`config.mk`:
```
export PLATFORM = sky130hd
export DESIGN_NAME = infCtrlTop
export DESIGN_NICKNAME = d
export VERILOG_FILES = /design/src/hdl/infPkg.sv /design/src/hdl/addrGen.sv /design/src/hdl/arrayReader.sv /design/src/hdl/infCtrlTop.sv /design/src/hdl/layerSeq.sv /design/src/hdl/lbWriteback.sv /design/src/hdl/macSeq.sv
export SDC_FILE = /design/constraint.sdc
export NUM_CORES = 1
export LEC_CHECK = 0
export BUFFER_PORTS_ARGS = -buffer_cell sky130_fd_sc_hd__buf_2
export CAP_MARGIN = 20
export CORE_ASPECT_RATIO = 1.1
export CORE_MARGIN = 2
export CORE_UTILIZATION = 30
export CTS_CLUSTER_SIZE = 14
export DETAILED_ROUTE_END_ITERATION = 8
export PLACE_DENSITY = 0.43
export SLEW_MARGIN = 0
export SYNTH_ARGS = -nofsm -noshare
export SYNTH_HDL_FRONTEND = slang
export SYNTH_SLANG_ARGS = --single-unit
```
`constraint.sdc`:
```
create_clock -name CLK -period 5.38 [get_ports CLK]
set_input_delay 0.269 -clock CLK [delete_from_list [all_inputs] [get_ports CLK]]
set_output_delay 0.269 -clock CLK [all_outputs]
set_load 0.01 [all_outputs]
```
`src/hdl/infPkg.sv`:
```
// Shared widths, array word layouts and internal control structs of the
// inference sequencing controller. Imported by every RTL module.
package infPkg;

   localparam int ArrAddrW  = 16;
   localparam int LbAddrW   = 10;
   localparam int DataW     = 32;
   localparam int NeuW      = 8;
   localparam int MacLanes  = 4;
   localparam int SparseIdx = 3;

   // First word of a layer
   typedef struct packed {
      logic        sparse;
      logic [1:0]  biasCnt;
      logic [28:0] rsvd;
   } layerHdr_t;

   // Second word of a layer
   typedef struct packed {
      logic [15:0]     rsvd;
      logic [NeuW-1:0] inpNeu;
      logic [NeuW-1:0] outNeu;
   } layerDim_t;

   // Slot 0 sits in the low bits
   typedef struct packed {
      logic [1:0]                           used;
      logic [SparseIdx-1:0][LbAddrW-1:0]    idx;
   } sparseWord_t;

   // Decoding depends on the fetch phase
   typedef union packed {
      layerHdr_t   hdr;
      layerDim_t   dim;
      sparseWord_t sp;
   } arrayWord_u;

   // One-cycle address commands, slot selects the sparse index
   typedef struct packed {
      logic       clrLayer;
      logic       clrNeuron;
      logic       loadDense;
      logic       loadSparse;
      logic [1:0] slot;
   } addrCmd_t;

endpackage

```
`src/hdl/addrGen.sv`:
```
// Address generation for the array and the line buffer. Commands from the
// layer FSM take effect on the next edge.
`timescale 1ns/10ps

module addrGen (
   input  logic                        CLK,
   input  logic                        RST_l,
   input  infPkg::addrCmd_t            cmd_i,
   input  logic                        rdDone_i,
   input  infPkg::sparseWord_t         sparse_i,
   input  logic [infPkg::ArrAddrW-1:0] arStart_i,
   input  logic [infPkg::LbAddrW-1:0]  lbStart_i,
   input  logic [infPkg::LbAddrW-1:0]  lbTemp_i,
   input  logic [infPkg::LbAddrW-1:0]  tempIdx_i,
   input  logic                        wbActive_i,
   output logic [infPkg::ArrAddrW-1:0] arrAddr_o,
   output logic [infPkg::LbAddrW-1:0]  lbAddr_o
);
   import infPkg::*;

   logic [ArrAddrW-1:0] offset;
   logic [LbAddrW-1:0]  denseIdx;
   logic [LbAddrW-1:0]  operand;

   // Offset walks one word per completed read
   always_ff @(posedge CLK) begin
      if (RST_l) begin
         offset   <= '0;
         denseIdx <= '0;
      end else begin
         if (cmd_i.clrLayer) begin
            offset <= '0;
         end else if (rdDone_i) begin
            offset <= offset + 1'b1;
         end

         if (cmd_i.clrNeuron) begin
            denseIdx <= '0;
         end else if (cmd_i.loadDense) begin
            denseIdx <= denseIdx + 1'b1;
         end
      end
   end

   always_ff @(posedge CLK) begin
      if (cmd_i.loadDense) begin
         operand <= denseIdx;
      end else if (cmd_i.loadSparse) begin
         operand <= sparse_i.idx[cmd_i.slot];
      end
   end

   assign arrAddr_o = arStart_i + offset;

   // Temp region owns the bus while lanes are written back
   assign lbAddr_o = wbActive_i ? lbTemp_i + tempIdx_i : lbStart_i + operand;

endmodule

```
`src/hdl/arrayReader.sv`:
```
// Array read engine. Holds the request until acknowledged, registers the
// returned word and pulses rdDone_o the cycle after the capture.
`timescale 1ns/10ps

module arrayReader (
   input  logic                     CLK,
   input  logic                     RST_l,
   input  logic                     rdGo_i,
   input  logic                     arrAck_i,
   input  logic [infPkg::DataW-1:0] arrData_i,
   output logic                     arrReq_o,
   output logic                     rdDone_o,
   output infPkg::arrayWord_u       rdWord_o
);
   import infPkg::*;

   logic accepted;

   assign accepted = arrReq_o && arrAck_i;

   always_ff @(posedge CLK) begin
      if (RST_l) begin
         arrReq_o <= 1'b0;
         rdDone_o <= 1'b0;
      end else begin
         rdDone_o <= accepted;
         if (accepted) begin
            arrReq_o <= 1'b0;
         end else if (rdGo_i) begin
            arrReq_o <= 1'b1;
         end
      end
   end

   // Data is valid on the edge that sees the acknowledge
   always_ff @(posedge CLK) begin
      if (accepted) begin
         rdWord_o <= arrayWord_u'(arrData_i);
      end
   end

endmodule

```
`src/hdl/infCtrlTop.sv`:
```
// Top level of the inference sequencing controller. Wires the layer FSM to
// the array reader, address generator, MAC sequencer and writeback.
`timescale 1ns/10ps

module infCtrlTop #(
   parameter int MultSteps = 9
) (
   input  logic                        CLK,
   input  logic                        RST_l,
   input  logic                        sts_i,
   input  logic [infPkg::ArrAddrW-1:0] arStart_i,
   input  logic [infPkg::LbAddrW-1:0]  lbStart_i,
   input  logic [infPkg::LbAddrW-1:0]  lbTemp_i,
   input  logic                        arrAck_i,
   input  logic [infPkg::DataW-1:0]    arrData_i,
   output logic                        arrReq_o,
   output logic [infPkg::ArrAddrW-1:0] arrAddr_o,
   output logic [infPkg::LbAddrW-1:0]  lbAddr_o,
   output logic                        lbRead_o,
   output logic                        lbWrite_o,
   output logic                        resetAcc_o,
   output logic                        resetMult_o,
   output logic                        latchMult_o,
   output logic                        latchAcc_o,
   output logic                        macBusEn_o,
   output logic [1:0]                  macSel_o,
   output logic [infPkg::MacLanes-1:0] biasCk_o,
   output logic                        biasSel_o,
   output logic                        done_o
);
   import infPkg::*;

   logic               rdGo;
   logic               rdDone;
   arrayWord_u         rdWord;
   addrCmd_t           addrCmd;
   sparseWord_t        sparseWord;
   logic               macGo;
   logic               firstInp;
   logic               macDone;
   logic               wbGo;
   logic               wbDone;
   logic [LbAddrW-1:0] tempIdx;
   logic               wbActive;

   //------------------------------------------------------------------------
   // Control
   layerSeq u_layerSeq (
      .CLK        (CLK),
      .RST_l      (RST_l),
      .sts_i      (sts_i),
      .rdDone_i   (rdDone),
      .rdWord_i   (rdWord),
      .macDone_i  (macDone),
      .wbDone_i   (wbDone),
      .rdGo_o     (rdGo),
      .cmd_o      (addrCmd),
      .sparse_o   (sparseWord),
      .macGo_o    (macGo),
      .firstInp_o (firstInp),
      .wbGo_o     (wbGo),
      .biasCk_o   (biasCk_o),
      .biasSel_o  (biasSel_o),
      .done_o     (done_o)
   );

   //------------------------------------------------------------------------
   // Array side
   arrayReader u_arrayReader (
      .CLK       (CLK),
      .RST_l     (RST_l),
      .rdGo_i    (rdGo),
      .arrAck_i  (arrAck_i),
      .arrData_i (arrData_i),
      .arrReq_o  (arrReq_o),
      .rdDone_o  (rdDone),
      .rdWord_o  (rdWord)
   );

   addrGen u_addrGen (
      .CLK        (CLK),
      .RST_l      (RST_l),
      .cmd_i      (addrCmd),
      .rdDone_i   (rdDone),
      .sparse_i   (sparseWord),
      .arStart_i  (arStart_i),
      .lbStart_i  (lbStart_i),
      .lbTemp_i   (lbTemp_i),
      .tempIdx_i  (tempIdx),
      .wbActive_i (wbActive),
      .arrAddr_o  (arrAddr_o),
      .lbAddr_o   (lbAddr_o)
   );

   //------------------------------------------------------------------------
   // MAC and line buffer
   macSeq #(
      .MultSteps (MultSteps)
   ) u_macSeq (
      .CLK         (CLK),
      .RST_l       (RST_l),
      .macGo_i     (macGo),
      .firstInp_i  (firstInp),
      .resetAcc_o  (resetAcc_o),
      .resetMult_o (resetMult_o),
      .lbRead_o    (lbRead_o),
      .latchMult_o (latchMult_o),
      .latchAcc_o  (latchAcc_o),
      .macDone_o   (macDone)
   );

   // Write index restarts with each layer
   lbWriteback u_lbWriteback (
      .CLK        (CLK),
      .RST_l      (RST_l),
      .wbGo_i     (wbGo),
      .clrIdx_i   (addrCmd.clrLayer),
      .lbWrite_o  (lbWrite_o),
      .macBusEn_o (macBusEn_o),
      .macSel_o   (macSel_o),
      .tempIdx_o  (tempIdx),
      .wbActive_o (wbActive),
      .wbDone_o   (wbDone)
   );

endmodule

```
`src/hdl/layerSeq.sv`:
```
// Layer FSM. Fetches header and dimensions, then per output neuron runs the
// sparse fetch, weight reads with MAC bursts, bias reads and writeback.
`timescale 1ns/10ps

module layerSeq (
   input  logic                        CLK,
   input  logic                        RST_l,
   input  logic                        sts_i,
   input  logic                        rdDone_i,
   input  infPkg::arrayWord_u          rdWord_i,
   input  logic                        macDone_i,
   input  logic                        wbDone_i,
   output logic                        rdGo_o,
   output infPkg::addrCmd_t            cmd_o,
   output infPkg::sparseWord_t         sparse_o,
   output logic                        macGo_o,
   output logic                        firstInp_o,
   output logic                        wbGo_o,
   output logic [infPkg::MacLanes-1:0] biasCk_o,
   output logic                        biasSel_o,
   output logic                        done_o
);
   import infPkg::*;

   typedef enum logic [3:0] {
      sIdle,
      sHdr,
      sDim,
      sNeuron,
      sSparse,
      sInput,
      sWeight,
      sMac,
      sBias,
      sBiasRd,
      sWb
   } state_t;

   state_t          state;
   logic            sparseMode;
   logic [1:0]      biasCnt;
   logic [NeuW-1:0] outNeu;
   logic [NeuW-1:0] inpTotal;
   logic [NeuW-1:0] neuCnt;
   logic [NeuW-1:0] inpCnt;
   logic [1:0]      biasIdx;
   logic            firstPend;

   always_ff @(posedge CLK) begin
      if (RST_l) begin
         state      <= sIdle;
         rdGo_o     <= 1'b0;
         cmd_o      <= '0;
         macGo_o    <= 1'b0;
         firstInp_o <= 1'b0;
         wbGo_o     <= 1'b0;
         biasCk_o   <= '0;
         biasSel_o  <= 1'b0;
         done_o     <= 1'b0;
         neuCnt     <= '0;
         inpCnt     <= '0;
         biasIdx    <= '0;
         firstPend  <= 1'b0;
      end else begin
         // Strobes last one cycle
         rdGo_o     <= 1'b0;
         macGo_o    <= 1'b0;
         wbGo_o     <= 1'b0;
         biasCk_o   <= '0;
         cmd_o      <= '0;
         cmd_o.slot <= inpCnt[1:0];

         case (state)
            //---------------------------------------------------------------------
            // Layer fetch
            sIdle: begin
               if (sts_i) begin
                  done_o         <= 1'b0;
                  cmd_o.clrLayer <= 1'b1;
                  rdGo_o         <= 1'b1;
                  state          <= sHdr;
               end
            end
            sHdr: begin
               if (rdDone_i) begin
                  sparseMode <= rdWord_i.hdr.sparse;
                  biasCnt    <= rdWord_i.hdr.biasCnt;
                  rdGo_o     <= 1'b1;
                  state      <= sDim;
               end
            end
            sDim: begin
               if (rdDone_i) begin
                  outNeu   <= rdWord_i.dim.outNeu;
                  inpTotal <= rdWord_i.dim.inpNeu;
                  neuCnt   <= '0;
                  state    <= sNeuron;
               end
            end
            //---------------------------------------------------------------------
            // Per output neuron
            sNeuron: begin
               if (neuCnt == outNeu) begin
                  done_o <= 1'b1;
                  state  <= sIdle;
               end else begin
                  cmd_o.clrNeuron <= 1'b1;
                  inpCnt          <= '0;
                  firstPend       <= 1'b1;
                  if (sparseMode) begin
                     rdGo_o <= 1'b1;
                     state  <= sSparse;
                  end else begin
                     state <= sInput;
                  end
               end
            end
            sSparse: begin
               // Sparse neuron uses only the indices of its own word
               if (rdDone_i) begin
                  sparse_o <= rdWord_i.sp;
                  inpTotal <= NeuW'(rdWord_i.sp.used);
                  state    <= sInput;
               end
            end
            sInput: begin
               if (inpCnt < inpTotal) begin
                  rdGo_o <= 1'b1;
                  state  <= sWeight;
               end else begin
                  biasIdx   <= '0;
                  biasSel_o <= 1'b1;
                  state     <= sBias;
               end
            end
            sWeight: begin
               if (rdDone_i) begin
                  macGo_o          <= 1'b1;
                  firstInp_o       <= firstPend;
                  firstPend        <= 1'b0;
                  cmd_o.loadDense  <= !sparseMode;
                  cmd_o.loadSparse <= sparseMode;
                  state            <= sMac;
               end
            end
            sMac: begin
               if (macDone_i) begin
                  inpCnt <= inpCnt + 1'b1;
                  state  <= sInput;
               end
            end
            //---------------------------------------------------------------------
            // Bias words, then writeback
            sBias: begin
               if (biasIdx < biasCnt) begin
                  rdGo_o <= 1'b1;
                  state  <= sBiasRd;
               end else begin
                  biasSel_o <= 1'b0;
                  wbGo_o    <= 1'b1;
                  state     <= sWb;
               end
            end
            sBiasRd: begin
               if (rdDone_i) begin
                  biasCk_o[biasIdx] <= 1'b1;
                  biasIdx           <= biasIdx + 1'b1;
                  state             <= sBias;
               end
            end
            sWb: begin
               if (wbDone_i) begin
                  neuCnt <= neuCnt + 1'b1;
                  state  <= sNeuron;
               end
            end
            default: begin
               state <= sIdle;
            end
         endcase
      end
   end

endmodule

```
`src/hdl/lbWriteback.sv`:
```
// Writes the four MAC lanes to the temporary region, one write every other
// cycle, and keeps the write index that runs across the whole layer.
`timescale 1ns/10ps

module lbWriteback (
   input  logic                       CLK,
   input  logic                       RST_l,
   input  logic                       wbGo_i,
   input  logic                       clrIdx_i,
   output logic                       lbWrite_o,
   output logic                       macBusEn_o,
   output logic [1:0]                 macSel_o,
   output logic [infPkg::LbAddrW-1:0] tempIdx_o,
   output logic                       wbActive_o,
   output logic                       wbDone_o
);
   import infPkg::*;

   localparam int LaneW = $clog2(MacLanes);

   logic active;
   logic phase;

   always_ff @(posedge CLK) begin
      if (RST_l) begin
         active    <= 1'b0;
         phase     <= 1'b0;
         tempIdx_o <= '0;
      end else begin
         if (clrIdx_i) begin
            tempIdx_o <= '0;
         end else if (lbWrite_o) begin
            tempIdx_o <= tempIdx_o + 1'b1;
         end

         if (wbGo_i) begin
            active <= 1'b1;
            phase  <= 1'b0;
         end else if (active) begin
            phase <= !phase;
            if (wbDone_o) begin
               active <= 1'b0;
            end
         end
      end
   end

   // Index steps by MacLanes per neuron, so its low bits are the lane
   assign lbWrite_o  = active && phase;
   assign macSel_o   = active ? tempIdx_o[LaneW-1:0] : '0;
   assign macBusEn_o = active;
   assign wbActive_o = active;
   assign wbDone_o   = lbWrite_o && (tempIdx_o[LaneW-1:0] == LaneW'(MacLanes - 1));

endmodule

```
`src/hdl/macSeq.sv`:
```
// One MAC burst per macGo_i: reset and operand read, MultSteps multiply
// latches, then the accumulate latch together with macDone_o.
`timescale 1ns/10ps

module macSeq #(
   parameter int MultSteps = 9
) (
   input  logic CLK,
   input  logic RST_l,
   input  logic macGo_i,
   input  logic firstInp_i,
   output logic resetAcc_o,
   output logic resetMult_o,
   output logic lbRead_o,
   output logic latchMult_o,
   output logic latchAcc_o,
   output logic macDone_o
);
   localparam int StepW = $clog2(MultSteps + 2);

   logic             active;
   logic [StepW-1:0] step;
   logic             firstReg;

   always_ff @(posedge CLK) begin
      if (RST_l) begin
         active   <= 1'b0;
         step     <= '0;
         firstReg <= 1'b0;
      end else if (macGo_i) begin
         active   <= 1'b1;
         step     <= '0;
         firstReg <= firstInp_i;
      end else if (active) begin
         if (step == StepW'(MultSteps + 1)) begin
            active <= 1'b0;
         end
         step <= step + 1'b1;
      end
   end

   // Step 0 prepares the multiplier and fetches the operand
   assign resetMult_o = active && (step == '0);
   assign lbRead_o    = resetMult_o;
   assign resetAcc_o  = resetMult_o && firstReg;
   assign latchMult_o = active && (step != '0) && (step <= StepW'(MultSteps));
   assign latchAcc_o  = active && (step == StepW'(MultSteps + 1));
   assign macDone_o   = latchAcc_o;

endmodule

```
[Yosys cells after proc, flatten, opt, wreduce, memory -nomap -nowiden]
Index checks and enable logic that the tools add are counted.
W data, S select, Z words.
Word-level totals
  bits in registers: 176
  input port bits: 72
  output and inout bits: 42
  logic and storage cells: 186
Cells by class
  add/sub/neg operators: 10
  magnitude comparators: 6
  equality and inequality tests: 25
  muxes and demuxes: 57
  bitwise gates (word level): 7
  reductions and logical operators: 45
Operators by type and width (count)
  $mux W8: 6
  $pmux W8 S2: 3
  $pmux W4 S11: 1
  $mux W10: 4
  $mux W4: 9
  $reduce_and A3 Y1: 9
  $mux W1: 22
  $add A10 B1 Y10 const B: 2
  $add A10 B10 Y10: 2
  $bmux W10 S2: 1
  $reduce_or A2 Y1: 9
  $add A16 B1 Y16 const B: 1
  $add A16 B16 Y16: 1
  $add A8 B1 Y8 const B: 2
  $eq A4 B3 Y1 const B: 4
  $eq A4 B4 Y1 const B: 4
  $reduce_bool A2 Y1: 8
  $ne A2 B1 Y1 const B: 7
  $ne A2 B2 Y1 const B: 5
  $logic_and A1 B1 Y1: 9
  $eq A4 B2 Y1 const B: 2
  $eq A8 B8 Y1: 1
  $logic_not A4 Y1: 2
  $lt A8 B8 Y1: 1
  21 further kinds: 35

[Logic depth before layout (Yosys ltp)]
  depth after elaboration: 5
  mapped depth: 9
  mapped depth without buffers: 8

[Hierarchy]
From an unflattened synthesis, not the netlist that was laid out.
Unflattened totals
  cells, all modules: 828
  area, all modules: 8963.6 um^2
By module, submodules not included
  layerSeq: times used 1, cells each 307, area each 3786.1 um^2, seq. area each 2312.2 um^2
  addrGen: times used 1, cells each 379, area each 3199.3 um^2, seq. area each 820.8 um^2
  arrayReader: times used 1, cells each 38, area each 1037.2 um^2, seq. area each 1001.0 um^2
  lbWriteback: times used 1, cells each 65, area each 561.8 um^2, seq. area each 240.2 um^2
  macSeq: times used 1, cells each 39, area each 379.1 um^2, seq. area each 120.1 um^2

[Worst setup path before layout]
No wires, ideal clock.
  path kind: register -> register
  from: register u_layerSeq.state[3]
  to: register u_layerSeq.inpTotal[0], enable pin
  library setup time: 0.330 ns
  data arrival time: 2.221 ns
  data required time: 5.050 ns
  path slack: 2.830 ns
  stages on the path, launching flop included: 6
  path buffers: 1
  period minus slack after synthesis: 2.550 ns
  cell sequence: dfxtp_1 -> buf_2 -> nand2b_1 -> nor3_2 -> and3_1 -> or2_1
On the way
  word-level cells in the longest chain between the ends: 3
  elaborated cells between the ends (all ways): 6
  those cells by class: 4 x eq/ne; 2 x reduce/logical
Ends and longest elaborated chain
  start: declaration: line layerSeq.sv:39  | state_t state;
  start signal: assignment: line layerSeq.sv:51  | state <= sIdle;
  start signal: assignment: line layerSeq.sv:81  | state <= sHdr;
  start signal: assignment: line layerSeq.sv:89  | state <= sDim;
  $eq A4 B3 Y1 / $eq A4 B2 Y1 (equally long branches): line layerSeq.sv:73  | case (state)
  $ne A2 B1 Y1 (no line) / $reduce_bool A2 Y1 (equally long branches)
  $reduce_and A4 Y1 (no line) (*)
  end signal: assignment: line layerSeq.sv:95  | inpTotal <= rdWord_i.dim.inpNeu;
  end signal: assignment: line layerSeq.sv:122  | inpTotal <= NeuW'(rdWord_i.sp.used);
  end: declaration: line layerSeq.sv:43  | logic [NeuW-1:0] inpTotal;
Mark *: on every way between the ends. The rest lies on a longest branch, timed or not.
A chain may end at the register's enable or synchronous reset.

[Final worst setup path]
  from: register u_addrGen.offset[1]
  to: output arrAddr_o[13] in the netlist's numbering
On the way
  word-level cells in the longest chain between the ends: 1
Ends and longest elaborated chain
  start: declaration: line addrGen.sv:21  | logic [ArrAddrW-1:0] offset;
  start signal: assignment: line addrGen.sv:34  | offset <= offset + 1'b1;
  $add A16 B16 Y16: line addrGen.sv:53  | assign arrAddr_o = arStart_i + offset;
  end: declaration: line infCtrlTop.sv:17  | output logic [infPkg::ArrAddrW-1:0] arrAddr_o,
No other way between the ends.

==> impl_metrics.yaml <==
run_status:
  outcome: "finished with violations"
  violations: "DRC"
clock_network:
  clk_latency_ns: 0.43
  cts_made_buffers: 17
  clock_path_buffers: 2
  worst_setup_hold_path_clk_slew_ns: 0.08
  ctsRootBufferMaster: "clkbuf_16"
  clock_sinks: 176
  cts_tree: "built"
  cts.htree.levels: 4
timing:
  setup_total_negative_slack_ns: 0
  achievable-frequency_mhz: 325
  final.setup_skew_ns: 0.0171
  report.final.hold_viol_count: 0
  setup-violations-final: 0
  relSlewSlack_pct: 36.7
  timing.final.crit_period_ns: 3.08
  max_slew.worst_pin.slew_ns: 0.948
  final-max-slew-violation-count: 0
  period_share_pct: 57.2
  grt_setup_unrepaired: "false"
pwr:
  power.combinational.fraction_pct: 9.9
  worst_ir_drop_vdd_v: 0.000171
  switching_share_pct: 28.1
  netSwitchingPower_uw: 877
  power.density_nw_per_um2: 292
  static-leakage-power_uw: 0.00420
  cell_internal_pwr_uw: 2240
  share_clk_of_total_power_pct: 41.8
  p_seq_share_pct: 48.3
routing:
  route.detailed.wl_per_inst_um: 14.2
  drt-pass1-iter-count: 6
  remaining_drc_errors: 11
  avgViaCountPerCell: 4.67
  num_vias: 6324
  totalWireLength_mm: 19.2
  route.antenna.remaining_nets: 0
  detail_route.iter0.violations: 295
floorplanning:
  floorplan.die.width_um: 167
  starting_density_pct: 30.5
  die_h_um: 184
  placeableCoreArea_sq_um: 28800
  top_level_ports: 114
  die_area_sq_um: 30700
  std_cell_rows: 65
place:
  routabilityCongestion: 0.743
  numPortBuffers: 113
  dp.final_hpwl_mm: 14.3
  placed_cells_incl_taps: 1292
cells_and_area:
  antenna_cells: 0
  num-nets-final: 1104
  final_cells: 1355
  final_layout_size_suffix_gt1_share_pct: 17.0
  syn_to_final_growth_pct: 21.5
grt:
  first_global_vias: 6308
  pin_count_of_the_biggest_net_entering_global_routing: 35
  global_route.overflow_total: 0
  grt_antenna_before_repair: 0
  groute.usage.overall_pct: 12.8
  grt_pass1_wl_mm: 31.7
yosys:
  synth_area_sq_um: 8790
  synth-seq-cells: 176
  proportion_of_synthesized_chip_area_in_sequential_cells_pct: 50.4
  synth.most_common_cell: "nor2_1"
  synthArstFlopShare_pct: 0
  synthesis.nets: 967
  syn-instance-count: 837
  synth.avg_cell_area_sq_um: 10.5
  synth_cell_type_count: 62
  ys_top_cells_by_count: "nor2_1 (96), edfxtp_1 (91), dfxtp_1 (85)"
  yosysTopAreaCellShare_pct: 31.1
  post_synth_main_area_contributors: "edfxtp_1 (31%), dfxtp_1 (19%), ha_1 (7.8%), nor2_1 (4.1%), xnor2_1 (4.1%)"
  yosys_warnings: 0
  synth_top_cell_by_area: "edfxtp_1"
  synth_enable_flop_cells: 91
  synth-main-ff-cell: "edfxtp_1"
setup_path:
  critPathSlowestCell: "dfxtp_1"
  timing.critical_path.arrival_ns: 2.81
  worst-setup-path-type: "reg -> out"
  worstPathMaxFanout: 6
  timing.critical_path.cells: "ha_1 -> a211oi_2 -> nor2_1 -> o31a_1 -> a311oi_4 -> a21oi_2 -> o311ai_2 -> buf_2"
  cp.buffers_inverters: 1
  path_delay_family: "compound AO/OA/AOI/OAI gates"
  cp.required_ns: 5.11
  crit_path_end_kind: "primary output"
  worstSetupStartpointType: "flop"
  timing.critical_path.slowest_cell_delay_ns: 0.45
min_path:
  worstHoldPathType: "in -> reg"
flow_run:
  max_cap_violations: 0
worst paths after layout:
path	from	to	slack (ns)	cells past startpoint
worst max register to register	u_layerSeq.state[2]	u_layerSeq.inpTotal[7]	2.63	5
worst min-delay path	arrData_i[10]	u_arrayReader.rdWord_o[10]	0.02	1
worst min register to register	u_layerSeq.wbGo_o	u_lbWriteback.phase	0.42	1
worst max-delay path	u_addrGen.offset[1]	arrAddr_o[13]	2.30	8
per-layer routing:
layer	track usage (%)	share of wire, %	up-vias
met5	0	0	-
met4	3.41	0.99	0
met3	2.41	3.3	12
met2	21.8	47	104
met1	16.8	48	2941
li1	-	-	3267
cell usage in the layout (no fill, tap or decap), drive strengths merged, types with 40 or more instances in the layout:
| master | Yosys | routed |
|---|---|---|
| ha | 55 | 55 |
| nor2 | 96 | 96 |
| xor2 | 40 | 40 |
| xnor2 | 41 | 41 |
| dfxtp | 85 | 85 |
| a21oi | 47 | 47 |
| buf | 15 | 118 |
| nand2 | 42 | 42 |
| inv | 37 | 45 |
| edfxtp | 91 | 91 |
per-stage QoR:
stage	area (sq um)	power [uW]	setup slack [ns]	utilization, %	hold WS, ns
floorplan	8790	1720	2.83	-	0.368
global placement	9730	1830	2.73	33.8	0.403
detailed placement	9730	1830	2.63	33.8	0.405
CTS	10700	3170	2.24	37.1	0.000797
global route	10700	3260	2.10	37.1	0.000227
finish	10700	3120	2.30	37.1	0.0204
cell type report:
class                           instances  area (sq um)
Clock buffer                           17           425
Timing Repair Buffer                  149           913
Sequential cell                       176          4430
Clock inverter                         15           216
Tap cell                              368           460
Fill cell                            2931         18100
Multi-Input combinational cell        593          4090
Inverter                               37           139
power by group through the flow:
stage / registers [uW] / clock network [uW] / logic, uW
floorplan: 1500 / 0 / 228
global placement: 1540 / 0 / 296
detailed placement: 1540 / 0 / 292
CTS: 1510 / 1350 / 312
global route: 1510 / 1400 / 347
finish: 1510 / 1310 / 309
flip-flops by register name (all words and copies together) (netlist names), 2 cells and up:
name / count
u_addrGen.offset: 16
u_layerSeq.sparse_o: 30
u_layerSeq.biasCnt: 2
u_layerSeq.cmd_o: 6
u_layerSeq.state: 4
u_layerSeq.biasCk_o: 4
u_layerSeq.inpCnt: 8
u_layerSeq.outNeu: 8
u_layerSeq.inpTotal: 8
u_addrGen.denseIdx: 10
u_layerSeq.neuCnt: 8
u_macSeq.step: 4
u_arrayReader.rdWord_o: 32
u_layerSeq.biasIdx: 2
u_addrGen.operand: 10
u_lbWriteback.tempIdx_o: 10
cells by family after synthesis:
family / share of synthesized area [%]
AOI/OAI and AO/OA: 10.9
xor gates and xnor gates: 8.07
adders and majority gates: 8.51
buffers and inverters: 3.03
DFF: 50.4
muxes: 3.19
and+or+nand+nor: 15.9
worst reg2reg max path, stage by stage, from the launching register on:
cell      delay [ns]
dfxtp_1         0.70
nand2b_1        0.25
nor3_2          0.50
and3_1          0.24
buf_4           0.36
or2_1           0.37
what timing repair did:
item / CTS / global route
setup buffers: 0 / 0
hold buffers: 31 / 0
resized for setup: 0 / 0
endpoints found under the hold margin: 31 / 0
Power figures use the tool's default switching activity.
